==> src/design/accel_params.svh <==
`ifndef ACCEL_PARAMS_SVH
`define ACCEL_PARAMS_SVH

// Systolic array side length
`define SA_N 4

// Number of convolution layers in the layer table
`define NUM_LAYERS 3

// Tile job buffer entries
`define JOB_FIFO_DEPTH 4

// Output heights, widths and tile positions
`define DIM_W 8

// Channel counts and indices
`define CH_W 8

// Kernel height and width
`define KER_W 4

`endif

==> src/design/layer_cfg_pkg.sv <==
`default_nettype none

`include "accel_params.svh"

package layer_cfg_pkg;

  typedef logic [`DIM_W-1:0] dim_t;
  typedef logic [`CH_W-1:0]  chan_t;
  typedef logic [`KER_W-1:0] ker_t;
  typedef logic [1:0]        layer_idx_t;

  // One convolution layer as seen by the tile sequencer
  typedef struct packed {
    dim_t  out_h;
    dim_t  out_w;
    chan_t out_c;
    ker_t  kernel_h;
    ker_t  kernel_w;
  } layer_cfg_t;

  // Fixed network description, walked in order by the controller
  localparam layer_cfg_t LAYER_TABLE [`NUM_LAYERS] = '{
    '{out_h:    dim_t'(6),
      out_w:    dim_t'(6),
      out_c:    chan_t'(2),
      kernel_h: ker_t'(3),
      kernel_w: ker_t'(3)},
    '{out_h:    dim_t'(4),
      out_w:    dim_t'(4),
      out_c:    chan_t'(3),
      kernel_h: ker_t'(2),
      kernel_w: ker_t'(2)},
    // Final layer is a 1x1 classifier style layer
    '{out_h:    dim_t'(1),
      out_w:    dim_t'(1),
      out_c:    chan_t'(4),
      kernel_h: ker_t'(1),
      kernel_w: ker_t'(1)}
  };

endpackage

`default_nettype wire

==> src/design/tile_job_pkg.sv <==
`default_nettype none

`include "accel_params.svh"

package tile_job_pkg;

  // Number of active PEs, 0 up to the full array
  typedef logic [$clog2(`SA_N*`SA_N+1)-1:0] pe_count_t;

  // Multiply-accumulate total for one tile
  typedef logic [11:0] mac_t;

  // Work item from the layer controller to the tile engine
  typedef struct packed {
    layer_cfg_pkg::layer_idx_t layer;
    layer_cfg_pkg::chan_t      channel;
    layer_cfg_pkg::dim_t       row;
    layer_cfg_pkg::dim_t       col;
    layer_cfg_pkg::dim_t       tile_h;
    layer_cfg_pkg::dim_t       tile_w;
    layer_cfg_pkg::ker_t       kernel_h;
    layer_cfg_pkg::ker_t       kernel_w;
    logic                      first_in_channel;
    logic                      bypass_pool;
    logic                      last_job;
  } tile_job_t;

  // Tile summary handed out of the subsystem
  typedef struct packed {
    layer_cfg_pkg::layer_idx_t layer;
    layer_cfg_pkg::chan_t      channel;
    layer_cfg_pkg::dim_t       row;
    layer_cfg_pkg::dim_t       col;
    pe_count_t                 active_pes;
    mac_t                      mac_count;
    logic                      bypass_pool;
  } tile_result_t;

endpackage

`default_nettype wire

==> src/design/conv_tile_top.sv <==
`timescale 1ns/1ps
`default_nettype none

module conv_tile_top (
  input  logic                       clk,
  input  logic                       reset,
  input  logic                       start,
  output logic                       busy,
  output logic                       done,
  output logic                       result_req,
  output tile_job_pkg::tile_result_t result,
  input  logic                       result_ack
);

  import tile_job_pkg::*;

  logic      push_req;
  logic      push_ack;
  tile_job_t push_job;
  logic      pop_req;
  logic      pop_ack;
  tile_job_t pop_job;
  logic      run_done;

  // Done is the engine's pulse after the last result is released
  assign done = run_done;

  layer_controller i_layer_controller (
    .clk      (clk),
    .reset    (reset),
    .start    (start),
    .run_done (run_done),
    .busy     (busy),
    .push_req (push_req),
    .job      (push_job),
    .push_ack (push_ack)
  );

  job_fifo i_job_fifo (
    .clk       (clk),
    .reset     (reset),
    .push_req  (push_req),
    .push_data (push_job),
    .push_ack  (push_ack),
    .pop_req   (pop_req),
    .pop_data  (pop_job),
    .pop_ack   (pop_ack)
  );

  tile_engine i_tile_engine (
    .clk        (clk),
    .reset      (reset),
    .job_req    (pop_req),
    .job        (pop_job),
    .job_ack    (pop_ack),
    .result_req (result_req),
    .result     (result),
    .result_ack (result_ack),
    .run_done   (run_done)
  );

endmodule

`default_nettype wire

==> src/design/job_fifo.sv <==
`timescale 1ns/1ps
`default_nettype none

`include "accel_params.svh"

module job_fifo (
  input  logic                    clk,
  input  logic                    reset,
  input  logic                    push_req,
  input  tile_job_pkg::tile_job_t push_data,
  output logic                    push_ack,
  output logic                    pop_req,
  output tile_job_pkg::tile_job_t pop_data,
  input  logic                    pop_ack
);

  import tile_job_pkg::*;

  localparam int DEPTH = `JOB_FIFO_DEPTH;
  localparam int PTR_W = $clog2(DEPTH);
  localparam int CNT_W = $clog2(DEPTH + 1);

  tile_job_t        mem [DEPTH];
  logic [PTR_W-1:0] wr_ptr;
  logic [PTR_W-1:0] rd_ptr;
  logic [CNT_W-1:0] count;
  // Set from pop until the consumer drops its ack
  logic             rd_wait;
  logic             do_push;
  logic             do_pop;

  // push_ack doubles as the write side phase bit
  assign do_push  = push_req && !push_ack && (count != CNT_W'(DEPTH));
  assign do_pop   = pop_req && pop_ack && !rd_wait;
  assign pop_data = mem[rd_ptr];

  always_ff @(posedge clk or posedge reset) begin
    if (reset) begin
      wr_ptr   <= '0;
      rd_ptr   <= '0;
      count    <= '0;
      push_ack <= 1'b0;
      pop_req  <= 1'b0;
      rd_wait  <= 1'b0;
    end else begin
      if (do_push) begin
        wr_ptr   <= (wr_ptr == PTR_W'(DEPTH - 1)) ? '0 : wr_ptr + 1'b1;
        push_ack <= 1'b1;
      end else if (push_ack && !push_req) begin
        push_ack <= 1'b0;
      end

      if (do_pop) begin
        rd_ptr  <= (rd_ptr == PTR_W'(DEPTH - 1)) ? '0 : rd_ptr + 1'b1;
        pop_req <= 1'b0;
        rd_wait <= 1'b1;
      end else if (rd_wait) begin
        if (!pop_ack) rd_wait <= 1'b0;
      end else if (!pop_req && (count != '0)) begin
        pop_req <= 1'b1;
      end

      count <= count + CNT_W'(do_push) - CNT_W'(do_pop);
    end
  end

  always_ff @(posedge clk) begin
    if (do_push) begin
      mem[wr_ptr] <= push_data;
    end
  end

endmodule

`default_nettype wire

==> src/design/layer_controller.sv <==
`timescale 1ns/1ps
`default_nettype none

`include "accel_params.svh"

module layer_controller (
  input  logic                    clk,
  input  logic                    reset,
  input  logic                    start,
  input  logic                    run_done,
  output logic                    busy,
  output logic                    push_req,
  output tile_job_pkg::tile_job_t job,
  input  logic                    push_ack
);

  import layer_cfg_pkg::*;
  import tile_job_pkg::*;

  typedef enum logic [2:0] {
    IDLE,
    ISSUE,
    WAIT_ACK,
    WAIT_RELEASE,
    DRAIN
  } state_t;

  state_t     state;

  // Position in the layer / channel / tile walk
  layer_idx_t layer_cnt;
  chan_t      chan_cnt;
  dim_t       tile_row;
  dim_t       tile_col;

  layer_cfg_t cfg;
  dim_t       tiles_h;
  dim_t       tiles_w;
  dim_t       row_org;
  dim_t       col_org;
  dim_t       rem_h;
  dim_t       rem_w;
  logic       last_col;
  logic       last_row;
  logic       last_chan;
  logic       last_layer;
  logic       last_job;
  tile_job_t  next_job;

  always_comb begin
    cfg = LAYER_TABLE[layer_cnt];

    // Tile grid is ceil(out / SA_N) in each direction
    tiles_h = dim_t'((cfg.out_h + `SA_N - 1) / `SA_N);
    tiles_w = dim_t'((cfg.out_w + `SA_N - 1) / `SA_N);

    row_org = dim_t'(tile_row * `SA_N);
    col_org = dim_t'(tile_col * `SA_N);
    rem_h   = cfg.out_h - row_org;
    rem_w   = cfg.out_w - col_org;

    last_col   = (tile_col == tiles_w - 1'b1);
    last_row   = (tile_row == tiles_h - 1'b1);
    last_chan  = (chan_cnt == cfg.out_c - 1'b1);
    last_layer = (layer_cnt == layer_idx_t'(`NUM_LAYERS - 1));
    last_job   = last_col && last_row && last_chan && last_layer;

    next_job.layer    = layer_cnt;
    next_job.channel  = chan_cnt;
    next_job.row      = row_org;
    next_job.col      = col_org;
    // Edge tiles shrink to whatever output is left
    next_job.tile_h   = (rem_h < dim_t'(`SA_N)) ? rem_h : dim_t'(`SA_N);
    next_job.tile_w   = (rem_w < dim_t'(`SA_N)) ? rem_w : dim_t'(`SA_N);
    next_job.kernel_h = cfg.kernel_h;
    next_job.kernel_w = cfg.kernel_w;
    next_job.first_in_channel = (tile_row == '0) && (tile_col == '0);
    next_job.bypass_pool      = last_layer;
    next_job.last_job         = last_job;
  end

  always_ff @(posedge clk or posedge reset) begin
    if (reset) begin
      state     <= IDLE;
      busy      <= 1'b0;
      push_req  <= 1'b0;
      layer_cnt <= '0;
      chan_cnt  <= '0;
      tile_row  <= '0;
      tile_col  <= '0;
    end else begin
      case (state)
        IDLE: begin
          if (start) begin
            busy      <= 1'b1;
            layer_cnt <= '0;
            chan_cnt  <= '0;
            tile_row  <= '0;
            tile_col  <= '0;
            state     <= ISSUE;
          end
        end

        // Job fields are captured here, req follows next cycle
        ISSUE: begin
          push_req <= 1'b1;
          state    <= WAIT_ACK;
        end

        WAIT_ACK: begin
          if (push_ack) begin
            push_req <= 1'b0;
            state    <= WAIT_RELEASE;
          end
        end

        WAIT_RELEASE: begin
          if (!push_ack) begin
            if (last_job) begin
              state <= DRAIN;
            end else begin
              state <= ISSUE;
              // Column is the innermost loop, layer the outermost
              if (!last_col) begin
                tile_col <= tile_col + 1'b1;
              end else begin
                tile_col <= '0;
                if (!last_row) begin
                  tile_row <= tile_row + 1'b1;
                end else begin
                  tile_row <= '0;
                  if (!last_chan) begin
                    chan_cnt <= chan_cnt + 1'b1;
                  end else begin
                    chan_cnt  <= '0;
                    layer_cnt <= layer_cnt + 1'b1;
                  end
                end
              end
            end
          end
        end

        // Jobs still in flight, wait for the engine to finish the last one
        DRAIN: begin
          if (run_done) begin
            busy  <= 1'b0;
            state <= IDLE;
          end
        end

        default: state <= IDLE;
      endcase
    end
  end

  // Held stable for the whole push handshake
  always_ff @(posedge clk) begin
    if (state == ISSUE) begin
      job <= next_job;
    end
  end

endmodule

`default_nettype wire

==> src/design/tile_engine.sv <==
`timescale 1ns/1ps
`default_nettype none

`include "accel_params.svh"

module tile_engine (
  input  logic                       clk,
  input  logic                       reset,
  input  logic                       job_req,
  input  tile_job_pkg::tile_job_t    job,
  output logic                       job_ack,
  output logic                       result_req,
  output tile_job_pkg::tile_result_t result,
  input  logic                       result_ack,
  output logic                       run_done
);

  import tile_job_pkg::*;

  typedef enum logic [2:0] {
    IDLE,
    ACCEPT,
    BIAS,
    COMPUTE,
    OFFER,
    RELEASE
  } state_t;

  state_t                   state;
  tile_job_t                job_q;
  logic [`SA_N*`SA_N-1:0]   pe_mask;
  pe_count_t                active_pes;
  mac_t                     mac_count;
  logic [2*`KER_W-1:0]      taps;
  logic [2*`KER_W-1:0]      tap_cnt;

  // PE (r, c) is active when it lies inside the tile
  always_comb begin
    pe_mask    = '0;
    active_pes = '0;
    for (int r = 0; r < `SA_N; r++) begin
      for (int c = 0; c < `SA_N; c++) begin
        pe_mask[r*`SA_N + c] = (r < job_q.tile_h) && (c < job_q.tile_w);
      end
    end
    for (int i = 0; i < `SA_N*`SA_N; i++) begin
      active_pes = active_pes + pe_count_t'(pe_mask[i]);
    end
  end

  assign taps      = job_q.kernel_h * job_q.kernel_w;
  assign mac_count = mac_t'(active_pes) * mac_t'(job_q.kernel_h) * mac_t'(job_q.kernel_w);

  always_comb begin
    result.layer       = job_q.layer;
    result.channel     = job_q.channel;
    result.row         = job_q.row;
    result.col         = job_q.col;
    result.active_pes  = active_pes;
    result.mac_count   = mac_count;
    result.bypass_pool = job_q.bypass_pool;
  end

  always_ff @(posedge clk or posedge reset) begin
    if (reset) begin
      state      <= IDLE;
      job_ack    <= 1'b0;
      result_req <= 1'b0;
      run_done   <= 1'b0;
      tap_cnt    <= '0;
    end else begin
      run_done <= 1'b0;
      case (state)
        IDLE: begin
          if (job_req) begin
            job_ack <= 1'b1;
            state   <= ACCEPT;
          end
        end

        // Hold ack until the FIFO withdraws its request
        ACCEPT: begin
          if (!job_req) begin
            job_ack <= 1'b0;
            tap_cnt <= taps - 1'b1;
            state   <= job_q.first_in_channel ? BIAS : COMPUTE;
          end
        end

        // Single cycle bias load at the start of a channel
        BIAS: state <= COMPUTE;

        // One cycle per kernel tap
        COMPUTE: begin
          if (tap_cnt == '0) begin
            result_req <= 1'b1;
            state      <= OFFER;
          end else begin
            tap_cnt <= tap_cnt - 1'b1;
          end
        end

        OFFER: begin
          if (result_ack) begin
            result_req <= 1'b0;
            state      <= RELEASE;
          end
        end

        RELEASE: begin
          if (!result_ack) begin
            run_done <= job_q.last_job;
            state    <= IDLE;
          end
        end

        default: state <= IDLE;
      endcase
    end
  end

  always_ff @(posedge clk) begin
    if (state == IDLE && job_req) begin
      job_q <= job;
    end
  end

endmodule

`default_nettype wire

==> config.mk <==
export PLATFORM = sky130hd
export DESIGN_NAME = conv_tile_top
export DESIGN_NICKNAME = d
export VERILOG_FILES = /design/src/design/layer_cfg_pkg.sv /design/src/design/tile_job_pkg.sv /design/src/design/conv_tile_top.sv /design/src/design/job_fifo.sv /design/src/design/layer_controller.sv /design/src/design/tile_engine.sv
export VERILOG_INCLUDE_DIRS = /design/src /design/src/design
export SDC_FILE = /design/constraint.sdc
export NUM_CORES = 1
export LEC_CHECK = 0
export BUFFER_PORTS_ARGS = -buffer_cell sky130_fd_sc_hd__buf_2
export CAP_MARGIN = 20
export CORE_ASPECT_RATIO = 1.4
export CORE_MARGIN = 5
export CORE_UTILIZATION = 61
export DETAILED_ROUTE_END_ITERATION = 10
export GPL_TIMING_DRIVEN = 0
export PLACE_DENSITY = 0.87
export SYNTH_ARGS = -nofsm -noshare
export SYNTH_HDL_FRONTEND = slang
export SYNTH_SLANG_ARGS = --single-unit
==> constraint.sdc <==
create_clock -name clk -period 9.52 [get_ports clk]
set_input_delay 0 -clock clk [delete_from_list [all_inputs] [get_ports clk]]
set_output_delay 0 -clock clk [all_outputs]
set_load 0.05 [all_outputs]
# --- After elaboration in Yosys (flattened, before gate mapping) ---
# Memory sizes are Yosys's and may differ from the RTL's. A register that Yosys moved wholly into a read port is not among the register bits.
# Index checks and enable logic that the tools add are counted.
totals:
  memories: 1
  output_inout_bits: 47
  ff_bits: 120
  ram_bits: 196
  wordCells: 236
classes:
  magnitude_cmp: 11
  addsub: 34
  multipliers: 3
  mux: 67
  n_reduce_logical: 57
  eq_ne: 31
  bitwise: 1
mem_list:
  columns: ["memory", "words", "word_bits", "rd", "rd_clocked_by_memory_dff", "wr", "line_no", "text"]
  rows:
  - ["i_job_fifo.mem", 4, 49, 1, 1, 1, "job_fifo.sv:23", "tile_job_t mem [DEPTH];"]
ops:
  columns: ["operator", "n"]
  rows:
  - ["$mux W8", 15]
  - ["$add A5 B1 Y5", 14]
  - ["$bmux W32 S2", 1]
  - ["$mux W32", 2]
  - ["$pmux W8 S2", 4]
  - ["$sub A8 B1 Y8 const B", 5]
  - ["$lt A1 B8 Y1 const A", 4]
  - ["$lt A2 B8 Y1 const A", 4]
  - ["$mux W3", 10]
  - ["$logic_and A1 B1 Y1", 27]
  - ["$add A8 B1 Y8 const B", 3]
  - ["$eq A8 B8 Y1", 3]
  - ["$logic_not A8 Y1", 3]
  - ["$mux W1", 20]
  - ["$sub A10 B1 Y10 const B", 2]
  - ["$add A8 B3 Y9 const B", 2]
  - ["$ne A2 B2 Y1 const B", 9]
  - ["$pmux W3 S6", 1]
  - ["$lt A8 B3 Y1 const B", 2]
  - ["$mux W2", 8]
  - ["$reduce_bool A2 Y1", 8]
  - ["$sub A8 B8 Y8", 2]
  - ["$pmux W3 S5", 1]
  - ["$eq A3 B2 Y1 const B", 4]
  - ["other kinds (25)", 50]

# --- Logic depth before layout (Yosys ltp) ---
logic_depth:
  word_depth: 19
  depth_mapped: 34

# --- Modules after synthesis ---
# Synthesis repeated with hierarchy kept, for this count alone.
hier_totals:
  hier_cells: 1161
  hier_area_um2: 17215.3
by_module_without_submodules:
  columns: ["module", "area_per_inst_um2", "seq_area_each_um2", "cells_per_inst", "instances"]
  rows:
  - ["job_fifo", 8250.4, 6616.3, 323, 1]
  - ["tile_engine", 5341.4, 1941.9, 514, 1]
  - ["layer_controller", 3623.5, 2067.0, 324, 1]

# --- Worst setup path before layout ---
# OpenSTA, ideal clock, no wires.
synth_path:
  path_kind: "register to output"
  start: "reg i_tile_engine.job_q[24] (netlist name)"
  end: "out result[9] in the netlist's numbering"
  stages_incl_launch_ff: 29
  arrival_time_ns: 9.228
  required_ns: 9.520
  n_path_buf: 0
  setup_slack_ns: 0.292
  path_cell_list: "edfxtp_1 nor4_1 nand2_1 nor3_1 nor2_1 ha_1 inv_1 fa_1 fa_1 fa_1 inv_1 fa_1 fa_1 inv_1 fa_1 xnor2_1 nand2_1 fa_1 inv_1 fa_1 and2_1 fa_1 fa_1 ha_1 a21o_1 a21oi_1 o21ai_0 nor2_1 xnor2_1"
synth_rtl:
  columns: ["element", "line_no", "text"]
  rows:
  - ["to (decl)", "conv_tile_top.sv:11", "output tile_job_pkg::tile_result_t result,"]

==> summary.txt <==
Synthesis
  • Post-synth EDFFs: about 260
  • Yosys warnings: 0
  • Synthesis-stage register bit count: ~310
  • Post-synthesis sequential area ratio: 0.637
  • Top post-synthesis cells by area: edfxtp_1 (54%), dfrtp_1 (9.6%), mux4_2 (6.8%)
  • Synth area leader: edfxtp_1
  • Netlist Area Pre-Place: approximately 14000 um2
  • Share of synthesized registers carrying an async set or reset: 0.176
  • Synth cell types: 64
  • Count leader, synth: edfxtp_1
  • Post-synth top flop: edfxtp_1
  • Mapped Cells: approximately 960
  • Post-Syn Area per Cell: about 15 um2
  • Synth top area share: 0.541
  • Most frequent cells after synthesis: edfxtp_1 (258), inv_1 (64), ha_1 (61)

Detailed routing
  • Routed Antenna Nets: 0
  • DR WL met3: roughly 1500 um
  • Detailed-route DRC error count: 0
  • DR vias/cell: approximately 5.9
  • Top Layer Used: met4
  • First-pass iteration count of the detailed router: 5
  • Met2 WL: approximately 16000 um
  • Drt total wl: roughly 29000 um
  • WL/cell: 20.4 um
  • Via count: 8322
  • M1 WL: 10300 um
  • Initial DRC Count: roughly 650

Final layout
  • Final design utilization: 0.693
  • Nets: approximately 1200
  • Post-route insts no fill: ~1400
  • Area grow syn2layout: 12.4%
  • Layout cells sized above 1: 0.172
  • Diode count: 0

Global route
  • Total gr overflow: 0
  • Vias in the first global route: approximately 9000
  • Largest net degree at the start of global routing: 36
  • First-pass GRT wire length: 46700 um
  • Initial antenna violation count: 0
  • Total GRT Usage: 0.221

CTS
  • Clk slew on worst S/H paths: roughly 0.070 ns
  • CTS root buf: clkbuf_16
  • Number of CTS-inserted buffers: 27
  • Clk buf depth: 3
  • CTS tree: yes
  • Clk sink count: 313
  • Clk Latency, worst-skew pair: 0.54 ns
  • Post-CTS Setup Repair Bufs: 0
  • CTS H-tree depth: 1

Placement
  • HPWL Detailed: between 15000 and 20000 um
  • IO Port Bufs: 43
  • Final Wtd Congestion: approximately 0.90
  • Placed cells: about 1400

Critical path
  • CP bufs+invs: 5
  • CP Capture Type: output port
  • CP max-delay cell: fa_1
  • WS Path Type: flop to output port
  • R2r setup slk: ~6.6 ns
  • CP arrival: between 9 and 10 ns
  • Crit Path Max Fanout: 8
  • Largest delay contributor family on the critical path: adder cells
  • Crit path launch type: flop
  • CP dominant cell by count: fa_1
  • CP required: 9.52 ns
  • Max stage delay on crit path: 0.56 ns

Pwr
  • VDD IR max: ~310 uV
  • Leak: slightly above 6 nW
  • Power per Cell Area: roughly 290 nW/um2

STA
  • Final critical-path required period: ~9.0 ns
  • Final setup vio count: 0
  • Final Hold Fails: 0
  • Max Freq: about 0.11 GHz
  • Ratio of final minimum period to clock period: 0.948
  • Max Transition Viols Final: 0
  • RSZ-0062 raised after global routing: false
  • Slew headroom: 0.329
  • TNS Setup: 0 ns
  • Clock skew: about 0.015 ns
  • Worst-Margin Slew: roughly 1 ns

Floorplan
  • Initial Utilization: 0.617
  • Die Footprint: approximately 27000 um2
  • Die Span Y: around 190 um
  • Die X: 139 um
  • Num ports: 51
  • Core Area: around 23000 um2
  • Row count: 66

Job
  • Max cap viols: 0

Worst hold path
  • Worst hold path class: input pin to asynchronous set/reset pin

Run status
  • Status: complete, no violations
cells by family (layout without fill, tap and decap cells):
group,Yosys count,after routing,synth area share
flip-flops,313,313,0.637
AND/OR/NAND/NOR,234,234,0.0860
AO/OA/AOI/OAI,134,134,0.0618
buffers and inverters,115,221,0.0383
adder cells (fa/ha/maj),85,85,0.0869
multiplexers,51,51,0.0744
XOR/XNOR,24,24,0.0147
other,2,36,0.000525
tightest hold or removal path, delay by kind of cell:
family                 cells  cell delay [ns]
buffers and inverters      3             1.01
path summary, 6_finish.rpt:
check | start | end | depth (start not counted)
worst min register to register | i_layer_controller.tile_row[5]$_DFFE_PP0P_ | i_layer_controller.job[42]$_DFFE_PP_ | 0
max in group asynchronous | reset | i_layer_controller.tile_col[3]$_DFFE_PP0P_ | 4
worst max-delay path | i_tile_engine.job_q[24]$_DFFE_PP_ | result[9] | 29
worst max register to register | i_layer_controller.layer_cnt[1]$_DFFE_PP0P_ | i_layer_controller.tile_col[4]$_DFFE_PP0P_ | 8
min in group clk | result_ack | i_tile_engine.run_done$_DFF_PP0_ | 3
worst min-delay path | reset | i_job_fifo.count[0]$_DFF_PP0_ | 3
layer usage:
metal,global-route usage,vias to the layer above
met4,0.0802,0
met5,0,-
met3,0.0283,84
met2,0.418,319
met1,0.255,4161
li1,-,3758
registers in the layout, indices dropped and copies added (netlist names), 2 cells and up:
signal	cells
i_job_fifo.wr_ptr	2
i_layer_controller.tile_row	8
i_tile_engine.job_q	20
i_layer_controller.tile_col	8
i_tile_engine.state	3
i_tile_engine.result	23
i_job_fifo.count	3
i_tile_engine.tap_cnt	8
i_layer_controller.job	43
i_layer_controller.state	3
i_job_fifo.rd_ptr	2
i_layer_controller.chan_cnt	8
i_job_fifo.mem	172
i_layer_controller.layer_cnt	2
power by group:
part,switching (W),internal [W]
clock,0.000472,0.000550
sequential,0.000174,0.00186
combinational,0.00105,0.000605
cell usage in the layout, fill, tap and decap left out, drive strengths merged, types with 3 or more instances in the layout:
cell type / count
a41oi: 3
xor2: 7
o21bai: 3
nor2b: 9
o21ai: 38
a21o: 8
xnor2: 17
a22o: 5
nand2: 54
nor3: 16
nand4: 8
clkbuf: 57
mux2i: 5
and3: 10
dfrtp: 55
o21a: 5
clkinv: 8
ha: 61
nor2: 52
nand2b: 11
buf: 87
fa: 24
conb: 36
nor4: 7
a31oi: 14
and2: 25
edfxtp: 258
a21oi: 31
or4: 8
nor4b: 3
inv: 65
o41ai: 3
mux2: 3
mux4: 43
o22ai: 5
o31ai: 5
dlygate4sd3: 3
nand3: 18
nor3b: 5
per-stage QoR:
step                      worst slack (ns)  cell area [um2]  total power [W]  hold WS (ns)
after floorplan                      0.292            14400          0.00326        0.0712
after global placement               0.922            15000          0.00356         0.213
after detailed placement             0.814            15200          0.00368        0.0530
after CTS                            0.195            16100          0.00473        0.0273
after global routing               0.00225            16100          0.00496        0.0851
final                                0.498            16100          0.00471        0.0355
repair_timing:
action,4_1_cts,5_1_grt
endpoints found under the hold margin,60,0
setup endpoints to repair,0,4
gates resized for setup,0,3
hold buffers,3,0
final cells by class:
cell class,count,area [um2]
plain buffers,51,308
clock buffers,39,751
clock inverters,10,62.6
fillers,1427,7120
inverters,64,240
multi-input cells,564,4800
flip-flops and latches,313,9120
well taps,306,383
repair buffers,57,418
Note: power is estimated with default switching activity, not from simulation.
